==> src/spi_pkg.sv <==
// mode 0 only, MSB first, chip select framed around one whole word
// SPI_HALF_PERIOD of 1 gives the fastest SCK, fpga_clk / 2
package spi_pkg;

  ////////////////////////////////////////
  // SCK timing
  ////////////////////////////////////////

  // fpga_clk cycles per SCK half period
  localparam int SPI_HALF_PERIOD = 2;
  // half period counter, kept at least one bit wide
  localparam int SPI_HP_CNT_W = (SPI_HALF_PERIOD > 1) ? $clog2(SPI_HALF_PERIOD) : 1;

  ////////////////////////////////////////
  // word layout
  ////////////////////////////////////////

  // address byte plus data byte
  localparam int SPI_WORD_BITS = 16;
  // counts SCK half periods over one word
  localparam int SPI_HALF_CNT_W = $clog2(2 * SPI_WORD_BITS);

  // address in [15:8], data in [7:0]
  typedef logic [SPI_WORD_BITS-1:0] spi_word_t;

endpackage

==> src/uart_pkg.sv <==
// fixed 8N1 framing, no parity and no baud select at run time
// the bit counter width only covers CLKS_PER_BIT up to 32
package uart_pkg;

  ////////////////////////////////////////
  // line timing
  ////////////////////////////////////////

  // clocks per bit at the board rate
  localparam int CLKS_PER_BIT = 20;
  // counter width for one bit period
  localparam int UART_CLK_CNT_W = 5;

  ////////////////////////////////////////
  // frame layout
  ////////////////////////////////////////

  // data bits between start and stop
  localparam int UART_DATA_BITS = 8;
  // index over the data bits
  localparam int UART_BIT_IDX_W = $clog2(UART_DATA_BITS);

  // one byte on the wire, also one SPI half
  typedef logic [UART_DATA_BITS-1:0] uart_byte_t;

endpackage

==> src/bridge_ifs.sv <==
// strobes are one cycle wide; start is only looked at while busy is low
// FIFO rd_data shows up the cycle after rd_en
`timescale 1ns/10ps

////////////////////////////////////////
// controller to SPI master
////////////////////////////////////////
interface spi_xfer_if
  import uart_pkg::*, spi_pkg::*;
();
  // launch strobe, word taken on it
  logic       start;
  spi_word_t  word;
  // high from the cycle after start up to done
  logic       busy;
  logic       done;
  // byte clocked in during the data half
  uart_byte_t rx_byte;

  modport ctrl (output start, output word, input busy, input done, input rx_byte);
  modport master (input start, input word, output busy, output done, output rx_byte);
endinterface

////////////////////////////////////////
// controller to reply FIFO
////////////////////////////////////////
interface byte_fifo_if
  import uart_pkg::*;
();
  // write side
  logic       wr_en;
  uart_byte_t wr_data;
  logic       full;
  // read side
  logic       rd_en;
  uart_byte_t rd_data;
  logic       empty;

  modport ctrl (output wr_en, output wr_data, output rd_en, input full, input empty, input rd_data);
  modport fifo (input wr_en, input wr_data, input rd_en, output full, output empty, output rd_data);
endinterface

==> src/bridge_ctrl.sv <==
// first byte of a pair is the SPI address, second the data
// a pair that completes while SPI is busy is lost; a reply that finds the FIFO full is lost
`timescale 1ns/10ps
module bridge_ctrl
  import uart_pkg::*, spi_pkg::*;
(
  input  logic       fpga_clk,
  input  logic       reset_all_cmd_w,
  input  logic       rx_valid_i,
  input  uart_byte_t rx_byte_i,
  spi_xfer_if.ctrl   xfer,
  byte_fifo_if.ctrl  q,
  input  logic       tx_busy_i,
  output logic       tx_start_o,
  output uart_byte_t tx_byte_o
);

  // last two bytes, older one on top
  spi_word_t pair_r;
  // set after the address byte
  logic      odd_r;
  logic      start_r;
  // FIFO read issued last cycle
  logic      rd_pend_r;

  ////////////////////////////////////////
  // UART bytes into SPI words
  ////////////////////////////////////////

  // every byte shifts in, so the word is always the latest pair
  always_ff @(posedge fpga_clk) begin
    if (rx_valid_i) begin
      pair_r <= {pair_r[UART_DATA_BITS-1:0], rx_byte_i};
    end
  end

  always_ff @(posedge fpga_clk) begin
    if (reset_all_cmd_w) begin
      odd_r     <= 1'b0;
      start_r   <= 1'b0;
      rd_pend_r <= 1'b0;
    end else begin
      // launch on the second byte, the cycle after it lands
      start_r <= rx_valid_i && odd_r && !xfer.busy;
      if (rx_valid_i) begin
        odd_r <= ~odd_r;
      end
      rd_pend_r <= q.rd_en;
    end
  end

  assign xfer.start = start_r;
  assign xfer.word  = pair_r;

  ////////////////////////////////////////
  // replies through the FIFO to UART
  ////////////////////////////////////////

  // queue the reply in the done cycle
  assign q.wr_en   = xfer.done && !q.full;
  assign q.wr_data = xfer.rx_byte;

  // one read per frame, pending read blocks a second one
  // until the transmitter shows busy
  assign q.rd_en = !q.empty && !tx_busy_i && !rd_pend_r;

  // rd_data is valid now, start the frame
  assign tx_start_o = rd_pend_r;
  assign tx_byte_o  = q.rd_data;

endmodule

==> src/byte_fifo.sv <==
// DEPTH must be a power of two; writes when full and reads when empty are ignored
// rd_data is registered and holds its value until the next accepted read
`timescale 1ns/10ps
module byte_fifo
  import uart_pkg::*;
#(
  parameter int DEPTH = 4
) (
  input  logic      fpga_clk,
  input  logic      reset_all_cmd_w,
  byte_fifo_if.fifo q
);

  localparam int PTR_W = (DEPTH > 1) ? $clog2(DEPTH) : 1;
  localparam int CNT_W = $clog2(DEPTH + 1);

  uart_byte_t       mem_r [DEPTH];
  logic [PTR_W-1:0] wr_ptr_r;
  logic [PTR_W-1:0] rd_ptr_r;
  logic [CNT_W-1:0] count_r;
  logic             wr_ok_w;
  logic             rd_ok_w;

  // flags straight from occupancy
  assign q.full  = (count_r == CNT_W'(DEPTH));
  assign q.empty = (count_r == '0);

  assign wr_ok_w = q.wr_en && !q.full;
  assign rd_ok_w = q.rd_en && !q.empty;

  always_ff @(posedge fpga_clk) begin
    if (reset_all_cmd_w) begin
      wr_ptr_r <= '0;
      rd_ptr_r <= '0;
      count_r  <= '0;
    end else begin
      // pointers wrap at DEPTH
      if (wr_ok_w) begin
        wr_ptr_r <= (wr_ptr_r == PTR_W'(DEPTH - 1)) ? '0 : wr_ptr_r + 1'b1;
      end
      if (rd_ok_w) begin
        rd_ptr_r <= (rd_ptr_r == PTR_W'(DEPTH - 1)) ? '0 : rd_ptr_r + 1'b1;
      end
      // simultaneous read and write leaves count alone
      case ({wr_ok_w, rd_ok_w})
        2'b10:   count_r <= count_r + 1'b1;
        2'b01:   count_r <= count_r - 1'b1;
        default: count_r <= count_r;
      endcase
    end
  end

  // storage and read port
  always_ff @(posedge fpga_clk) begin
    if (wr_ok_w) begin
      mem_r[wr_ptr_r] <= q.wr_data;
    end
    if (rd_ok_w) begin
      q.rd_data <= mem_r[rd_ptr_r];
    end
  end

endmodule

==> src/spi_bridge_top.sv <==
// PC bytes in on UART, paired into 16-bit SPI writes, SOUT replies back out on UART
// one SPI word in flight, up to four replies waiting on the transmitter
`timescale 1ns/10ps
module spi_bridge_top
  import uart_pkg::*;
(
  input  logic fpga_clk,
  input  logic reset_all_cmd_w,
  input  logic uart_rx_i,
  input  logic spi_sout_i,
  output logic uart_tx_o,
  output logic spi_sen_o,
  output logic spi_sck_o,
  output logic spi_sdat_o
);

  // receiver to controller
  logic       rx_valid_w;
  uart_byte_t rx_byte_w;
  // controller to transmitter
  logic       tx_start_w;
  uart_byte_t tx_byte_w;
  logic       tx_busy_w;

  spi_xfer_if  xfer_if ();
  byte_fifo_if fifo_if ();

  ////////////////////////////////////////
  // UART side
  ////////////////////////////////////////
  uart_rx i_uart_rx (
    .fpga_clk        (fpga_clk),
    .reset_all_cmd_w (reset_all_cmd_w),
    .rx_serial_i     (uart_rx_i),
    .rx_valid_o      (rx_valid_w),
    .rx_byte_o       (rx_byte_w)
  );

  uart_tx i_uart_tx (
    .fpga_clk        (fpga_clk),
    .reset_all_cmd_w (reset_all_cmd_w),
    .tx_start_i      (tx_start_w),
    .tx_byte_i       (tx_byte_w),
    .tx_serial_o     (uart_tx_o),
    .tx_busy_o       (tx_busy_w)
  );

  ////////////////////////////////////////
  // control, SPI and reply queue
  ////////////////////////////////////////
  bridge_ctrl i_bridge_ctrl (
    .fpga_clk        (fpga_clk),
    .reset_all_cmd_w (reset_all_cmd_w),
    .rx_valid_i      (rx_valid_w),
    .rx_byte_i       (rx_byte_w),
    .xfer            (xfer_if),
    .q               (fifo_if),
    .tx_busy_i       (tx_busy_w),
    .tx_start_o      (tx_start_w),
    .tx_byte_o       (tx_byte_w)
  );

  spi_master i_spi_master (
    .fpga_clk        (fpga_clk),
    .reset_all_cmd_w (reset_all_cmd_w),
    .xfer            (xfer_if),
    .spi_sout_i      (spi_sout_i),
    .spi_sen_o       (spi_sen_o),
    .spi_sck_o       (spi_sck_o),
    .spi_sdat_o      (spi_sdat_o)
  );

  // default depth of four
  byte_fifo i_byte_fifo (
    .fpga_clk        (fpga_clk),
    .reset_all_cmd_w (reset_all_cmd_w),
    .q               (fifo_if)
  );

endmodule

==> src/spi_master.sv <==
// mode 0, MSB first; one word per start, SEN low over the whole word
// start to done is 4 * SPI_HALF_PERIOD * 8 + 2 cycles, 66 at the default settings
`timescale 1ns/10ps
module spi_master
  import uart_pkg::*, spi_pkg::*;
(
  input  logic       fpga_clk,
  input  logic       reset_all_cmd_w,
  spi_xfer_if.master xfer,
  input  logic       spi_sout_i,
  output logic       spi_sen_o,
  output logic       spi_sck_o,
  output logic       spi_sdat_o
);

  typedef enum logic [1:0] {SPI_IDLE, SPI_SHIFT, SPI_HOLD} spi_state_t;

  spi_state_t                state_r;
  logic [SPI_HP_CNT_W-1:0]   hp_cnt_r;
  logic [SPI_HALF_CNT_W-1:0] half_cnt_r;
  spi_word_t                 tx_shift_r;
  uart_byte_t                rx_shift_r;
  logic                      half_end_w;
  logic                      last_half_w;

  // end of one SCK half period
  assign half_end_w  = (hp_cnt_r == SPI_HP_CNT_W'(SPI_HALF_PERIOD - 1));
  // final high half of the last bit
  assign last_half_w = (half_cnt_r == SPI_HALF_CNT_W'(2 * SPI_WORD_BITS - 1));

  // last eight samples, the data half
  assign xfer.rx_byte = rx_shift_r;

  ////////////////////////////////////////
  // sequencing and pins
  ////////////////////////////////////////
  always_ff @(posedge fpga_clk) begin
    if (reset_all_cmd_w) begin
      state_r    <= SPI_IDLE;
      hp_cnt_r   <= '0;
      half_cnt_r <= '0;
      spi_sen_o  <= 1'b1;
      spi_sck_o  <= 1'b0;
      spi_sdat_o <= 1'b0;
      xfer.busy  <= 1'b0;
      xfer.done  <= 1'b0;
    end else begin
      xfer.done <= 1'b0;
      case (state_r)
        SPI_IDLE: begin
          hp_cnt_r   <= '0;
          half_cnt_r <= '0;
          if (xfer.start) begin
            // first bit set up before the first rising edge
            spi_sen_o  <= 1'b0;
            spi_sdat_o <= xfer.word[SPI_WORD_BITS-1];
            xfer.busy  <= 1'b1;
            state_r    <= SPI_SHIFT;
          end
        end
        SPI_SHIFT: begin
          if (half_end_w) begin
            hp_cnt_r   <= '0;
            half_cnt_r <= half_cnt_r + 1'b1;
            spi_sck_o  <= ~spi_sck_o;
            // falling edge, next bit out
            if (spi_sck_o) begin
              if (last_half_w) begin
                spi_sdat_o <= 1'b0;
                state_r    <= SPI_HOLD;
              end else begin
                spi_sdat_o <= tx_shift_r[SPI_WORD_BITS-2];
              end
            end
          end else begin
            hp_cnt_r <= hp_cnt_r + 1'b1;
          end
        end
        SPI_HOLD: begin
          // one cycle with SCK low before SEN rises
          spi_sen_o <= 1'b1;
          xfer.busy <= 1'b0;
          xfer.done <= 1'b1;
          state_r   <= SPI_IDLE;
        end
        default: state_r <= SPI_IDLE;
      endcase
    end
  end

  ////////////////////////////////////////
  // shift registers
  ////////////////////////////////////////
  always_ff @(posedge fpga_clk) begin
    if ((state_r == SPI_IDLE) && xfer.start) begin
      tx_shift_r <= xfer.word;
    end else if ((state_r == SPI_SHIFT) && half_end_w && spi_sck_o) begin
      tx_shift_r <= tx_shift_r << 1;
    end
    // sample SOUT as SCK goes high
    if ((state_r == SPI_SHIFT) && half_end_w && !spi_sck_o) begin
      rx_shift_r <= {rx_shift_r[UART_DATA_BITS-2:0], spi_sout_i};
    end
  end

endmodule

==> src/uart_rx.sv <==
// 8N1 only; a start bit gone high again at mid-bit counts as a glitch
// a bad stop bit drops the byte silently, there is no framing error flag
`timescale 1ns/10ps
module uart_rx
  import uart_pkg::*;
(
  input  logic       fpga_clk,
  input  logic       reset_all_cmd_w,
  input  logic       rx_serial_i,
  output logic       rx_valid_o,
  output uart_byte_t rx_byte_o
);

  typedef enum logic [1:0] {RX_IDLE, RX_START, RX_DATA, RX_STOP} rx_state_t;

  rx_state_t                 state_r;
  logic [UART_CLK_CNT_W-1:0] clk_cnt_r;
  logic [UART_BIT_IDX_W-1:0] bit_idx_r;
  logic                      rx_meta_r;
  logic                      rx_sync_r;
  logic                      bit_end_w;
  logic                      mid_start_w;

  // two flop sync, line idles high
  always_ff @(posedge fpga_clk) begin
    if (reset_all_cmd_w) begin
      rx_meta_r <= 1'b1;
      rx_sync_r <= 1'b1;
    end else begin
      rx_meta_r <= rx_serial_i;
      rx_sync_r <= rx_meta_r;
    end
  end

  // full bit period elapsed
  assign bit_end_w   = (clk_cnt_r == UART_CLK_CNT_W'(CLKS_PER_BIT - 1));
  // middle of the start bit
  assign mid_start_w = (clk_cnt_r == UART_CLK_CNT_W'((CLKS_PER_BIT - 1) / 2));

  always_ff @(posedge fpga_clk) begin
    if (reset_all_cmd_w) begin
      state_r    <= RX_IDLE;
      clk_cnt_r  <= '0;
      bit_idx_r  <= '0;
      rx_valid_o <= 1'b0;
    end else begin
      rx_valid_o <= 1'b0;
      case (state_r)
        RX_IDLE: begin
          clk_cnt_r <= '0;
          bit_idx_r <= '0;
          if (!rx_sync_r) begin
            state_r <= RX_START;
          end
        end
        RX_START: begin
          // recheck at mid-bit, from here on every sample is mid-bit
          if (mid_start_w) begin
            clk_cnt_r <= '0;
            state_r   <= rx_sync_r ? RX_IDLE : RX_DATA;
          end else begin
            clk_cnt_r <= clk_cnt_r + 1'b1;
          end
        end
        RX_DATA: begin
          if (bit_end_w) begin
            clk_cnt_r <= '0;
            bit_idx_r <= bit_idx_r + 1'b1;
            if (bit_idx_r == UART_BIT_IDX_W'(UART_DATA_BITS - 1)) begin
              state_r <= RX_STOP;
            end
          end else begin
            clk_cnt_r <= clk_cnt_r + 1'b1;
          end
        end
        RX_STOP: begin
          if (bit_end_w) begin
            // strobe only on a good stop bit
            rx_valid_o <= rx_sync_r;
            clk_cnt_r  <= '0;
            state_r    <= RX_IDLE;
          end else begin
            clk_cnt_r <= clk_cnt_r + 1'b1;
          end
        end
        default: state_r <= RX_IDLE;
      endcase
    end
  end

  // LSB arrives first, shift in from the top
  always_ff @(posedge fpga_clk) begin
    if ((state_r == RX_DATA) && bit_end_w) begin
      rx_byte_o <= {rx_sync_r, rx_byte_o[UART_DATA_BITS-1:1]};
    end
  end

endmodule

==> src/uart_tx.sv <==
// 8N1 only; tx_start is ignored while a frame is on the line
// a frame takes 10 * CLKS_PER_BIT cycles, busy covers all of it
`timescale 1ns/10ps
module uart_tx
  import uart_pkg::*;
(
  input  logic       fpga_clk,
  input  logic       reset_all_cmd_w,
  input  logic       tx_start_i,
  input  uart_byte_t tx_byte_i,
  output logic       tx_serial_o,
  output logic       tx_busy_o
);

  typedef enum logic [1:0] {TX_IDLE, TX_START, TX_DATA, TX_STOP} tx_state_t;

  tx_state_t                 state_r;
  logic [UART_CLK_CNT_W-1:0] clk_cnt_r;
  logic [UART_BIT_IDX_W-1:0] bit_idx_r;
  uart_byte_t                shift_r;
  logic                      bit_end_w;

  assign bit_end_w = (clk_cnt_r == UART_CLK_CNT_W'(CLKS_PER_BIT - 1));
  assign tx_busy_o = (state_r != TX_IDLE);

  always_ff @(posedge fpga_clk) begin
    if (reset_all_cmd_w) begin
      state_r     <= TX_IDLE;
      clk_cnt_r   <= '0;
      bit_idx_r   <= '0;
      tx_serial_o <= 1'b1;
    end else begin
      case (state_r)
        TX_IDLE: begin
          clk_cnt_r <= '0;
          bit_idx_r <= '0;
          if (tx_start_i) begin
            // start bit goes out next cycle
            tx_serial_o <= 1'b0;
            state_r     <= TX_START;
          end
        end
        TX_START: begin
          if (bit_end_w) begin
            clk_cnt_r   <= '0;
            tx_serial_o <= shift_r[0];
            state_r     <= TX_DATA;
          end else begin
            clk_cnt_r <= clk_cnt_r + 1'b1;
          end
        end
        TX_DATA: begin
          if (bit_end_w) begin
            clk_cnt_r <= '0;
            bit_idx_r <= bit_idx_r + 1'b1;
            if (bit_idx_r == UART_BIT_IDX_W'(UART_DATA_BITS - 1)) begin
              // stop bit
              tx_serial_o <= 1'b1;
              state_r     <= TX_STOP;
            end else begin
              tx_serial_o <= shift_r[1];
            end
          end else begin
            clk_cnt_r <= clk_cnt_r + 1'b1;
          end
        end
        TX_STOP: begin
          // line stays high into idle
          if (bit_end_w) begin
            clk_cnt_r <= '0;
            state_r   <= TX_IDLE;
          end else begin
            clk_cnt_r <= clk_cnt_r + 1'b1;
          end
        end
        default: state_r <= TX_IDLE;
      endcase
    end
  end

  // byte latched on start, shifted LSB first
  always_ff @(posedge fpga_clk) begin
    if ((state_r == TX_IDLE) && tx_start_i) begin
      shift_r <= tx_byte_i;
    end else if ((state_r == TX_DATA) && bit_end_w) begin
      shift_r <= shift_r >> 1;
    end
  end

endmodule
==> config.mk <==
export PLATFORM = sky130hd
export DESIGN_NAME = spi_bridge_top
export DESIGN_NICKNAME = d
export VERILOG_FILES = /design/src/spi_pkg.sv /design/src/uart_pkg.sv /design/src/bridge_ifs.sv /design/src/bridge_ctrl.sv /design/src/byte_fifo.sv /design/src/spi_bridge_top.sv /design/src/spi_master.sv /design/src/uart_rx.sv /design/src/uart_tx.sv
export SDC_FILE = /design/constraint.sdc
export NUM_CORES = 1
export LEC_CHECK = 0
export BUFFER_PORTS_ARGS = -buffer_cell sky130_fd_sc_hd__buf_2
export CAP_MARGIN = 10
export CELL_PAD_IN_SITES_DETAIL_PLACEMENT = 1
export CELL_PAD_IN_SITES_GLOBAL_PLACEMENT = 2
export CORE_MARGIN = 3
export CORE_UTILIZATION = 40
export CTS_CLUSTER_SIZE = 8
export DETAILED_ROUTE_END_ITERATION = 8
export PLACE_DENSITY = 0.75
export SLEW_MARGIN = 5
export SYNTH_ARGS = -nofsm -noshare
export SYNTH_HDL_FRONTEND = slang
export SYNTH_SLANG_ARGS = --single-unit
==> constraint.sdc <==
create_clock -name fpga_clk -period 2.6 [get_ports fpga_clk]
set_input_delay 0.26 -clock fpga_clk [delete_from_list [all_inputs] [get_ports fpga_clk]]
set_output_delay 0.26 -clock fpga_clk [all_outputs]
set_load 0.05 [all_outputs]
==> flow_summary.json <==
{
  "root_buffer": "clkbuf_16",
  "setup_viol": 0,
  "synth_cells": 387,
  "fp-row-count": 42,
  "synth_area_sq_um": 5609,
  "first_global_vias": 3133,
  "cts.sinks": 142,
  "drtAntennaViolNets": 0,
  "wl_per_cell_microns": 15.35,
  "synth_edf_count": 95,
  "yosysWarnings": 0,
  "crit_path_start_kind": "flip-flop",
  "hold_path.class": "in -> reg",
  "drive_gt1_share_pct": 19.62,
  "vias_per_cell": 4.921,
  "layout_min_cycle_time_ps": 2474,
  "ctsLongestPathBuffers": 2,
  "nFillCells": 1363,
  "grt_start_max_net_pins": 39,
  "layout_commonest_cell": "edfxtp_1",
  "die_h_microns": 124.4,
  "gp_congestion": 0.7595,
  "synth_fp_nets": 412,
  "postCtsSetupRepairBufs": 0,
  "p_leak_nw": 2.230,
  "rsz0062_at_grt": "false",
  "antenna_found_initial": 0,
  "seqCellArea_sq_um": 3794,
  "vias": 2923,
  "final_nets": 431,
  "cts_tree": "yes",
  "ios": 8,
  "clk_pin_slew_worst_paths_ps": 60,
  "run_status": "finished clean",
  "finalMaxSlewViolations": 0,
  "dr.pass1.iters": 4,
  "cp-end-kind": "flip-flop",
  "numPortBuffers": 7,
  "maxCapViolCount": 0,
  "cp_max_fo": 5,
  "finalSetupTns_ps": 0,
  "drc": 0,
  "dp_hpwl_mm": 5.895,
  "fp.dieW_microns": 124.4,
  "drt_iter0_drc": 162,
  "grt_pass1_wl_mm": 15.70,
  "dieArea_sq_um": 15480,
  "max-vdd-ir-drop_uv": 443.5,
  "cp.arrival_ps": 2800,
  "diodes": 0,
  "track_usage_pct": 12.82,
  "crit_type": "reg -> reg",
  "synth_area_per_cell_sq_um": 14.49,
  "ys_seq_elements": 142,
  "worst_pin_slew_ps": 800.2,
  "start_util_pct": 41.69,
  "relSlewSlack_pct": 46.65,
  "multi_input_area_sq_um": 1679,
  "wl_mm": 9.120,
  "final_cell_mix": "edfxtp_1, dfxtp_1, nor2_1",
  "core_sq_um": 13450,
  "finalCritPeriodShare_pct": 95.14,
  "hold_viol": 0,
  "fmax_mhz": 404.3,
  "skew_ps": 12.02,
  "hold_buffers": 1,
  "overflow": 0,
  "required_ps": 2930,
  "clock_latency_ps": 410,
  "fin_hold_ws_ps": 39.66,
  "syn_to_final_growth_pct": 15.39,
  "async_reset_ff_share_pct": 0,
  "cts_buffers": 17,
  "synthFlopType": "edfxtp_1",
  "yosysUniqueCellTypes": 50,
  "cts-resized-gates": 0,
  "powerDensity_nw_per_um2": 839.2,
  "cts_max_level": 4,
  "yosysSeqAreaShare_pct": 67.63
}
synthesized netlist by cell type, drive strengths merged (5+ instances only):
cell type  number  share of area, %
nand3           7              0.62
dfxtp          47                17
mux2           22               4.4
mux2i           6               1.1
xor2            6              0.94
edfxtp         95                51
nor3            7              0.62
ha             20               4.5
clkbuf          5              0.33
mux4            8               3.2
nor2b           6              0.67
a21oi          14               1.2
and2            6              0.67
nand2          19               1.4
nor2           37               2.6
inv            17               1.1
buf            10              0.96
final timing paths:
path / startpoint / cells after the start / slack, ps / endpoint
min: uart_rx_i / 2 / 40 / i_uart_rx.rx_meta_r
max reg2reg: i_uart_tx.state_r[1] / 10 / 130 / i_byte_fifo.count_r[2]
min reg2reg: i_uart_rx.rx_meta_r / 1 / 410 / i_uart_rx.rx_sync_r
max: i_uart_tx.state_r[1] / 10 / 130 / i_byte_fifo.count_r[2]
per-layer routing:
metal  wire [microns]  GRT usage [%]
met1             4166          15.98
met2             4493          20.48
met3              337          4.803
met4              123          4.642
met5                0              0
flip-flops by register name, indices dropped and copies added (netlist names), 2 cells and up, named ones only:
register and cells:
i_spi_master.xfer.rx_byte 8, i_byte_fifo.rd_ptr_r 2, i_spi_master.state_r 2, i_uart_tx.bit_idx_r 3
i_byte_fifo.q.rd_data 8, i_uart_tx.clk_cnt_r 5, i_bridge_ctrl.xfer.word 16, i_spi_master.tx_shift_r 15
i_uart_tx.shift_r 8, i_uart_rx.clk_cnt_r 5, i_uart_tx.state_r 2, i_spi_master.half_cnt_r 5
i_uart_rx.bit_idx_r 3, i_byte_fifo.wr_ptr_r 2, i_byte_fifo.count_r 3, i_uart_rx.rx_byte_o 8
i_byte_fifo.mem_r 32
stage by stage:
stage | setup slack (ps) | power, mW | instances | cell area [sq um] | util (%)
2_1_floorplan | 7.146 | 2.856 | 387 | 5609 | -
3_3_place_gp | 371.8 | 2.947 | 562 | 5844 | 43.44
3_5_place_dp | 209.2 | 2.974 | 562 | 5844 | 43.44
4_1_cts | 118.3 | 5.523 | 594 | 6472 | 48.11
5_1_grt | 4.764 | 5.676 | 594 | 6472 | 48.11
6_report | 126.4 | 5.432 | 594 | 6472 | 48.11
kinds of logic (layout without fill, tap and decap cells):
family                     Yosys count  count (layout)  share of synthesized area (%)
AOI/OAI and AO/OA                   44              44                          5.711
muxes                               36              36                          8.700
xor gates and xnor gates            10              10                          1.561
adders and majority gates           21              21                          4.818
buffers and inverters               32              63                          2.431
DFF                                142             142                          67.63
and+or+nand+nor                    102             102                          9.146
layout make-up:
class	count	area share, %
clock inverter	13	2.919
timing repair buffer	15	1.508
tap	176	3.402
clock buffer	18	6.631
multi-input combinational	213	25.94
inverter	17	0.9859
sequential	142	58.61
power by group:
part	switching, mW	internal, mW	total [mW]	leakage (nW)
combinational	0.229	0.174	0.402	0.699
sequential	0.0547	2.47	2.52	1.24
clock	0.903	1.60	2.51	0.297
critical path, stage by stage (launching register included):
cell and delay [ps]:
dfxtp_1 350, inv_1 120, ha_1 250, and2b_1 190
o31a_1 200, ha_1 210, inv_1 70, fa_1 380
xor2_1 170, or3_1 310, a21oi_1 140
(Power assumes the default switching activity.)
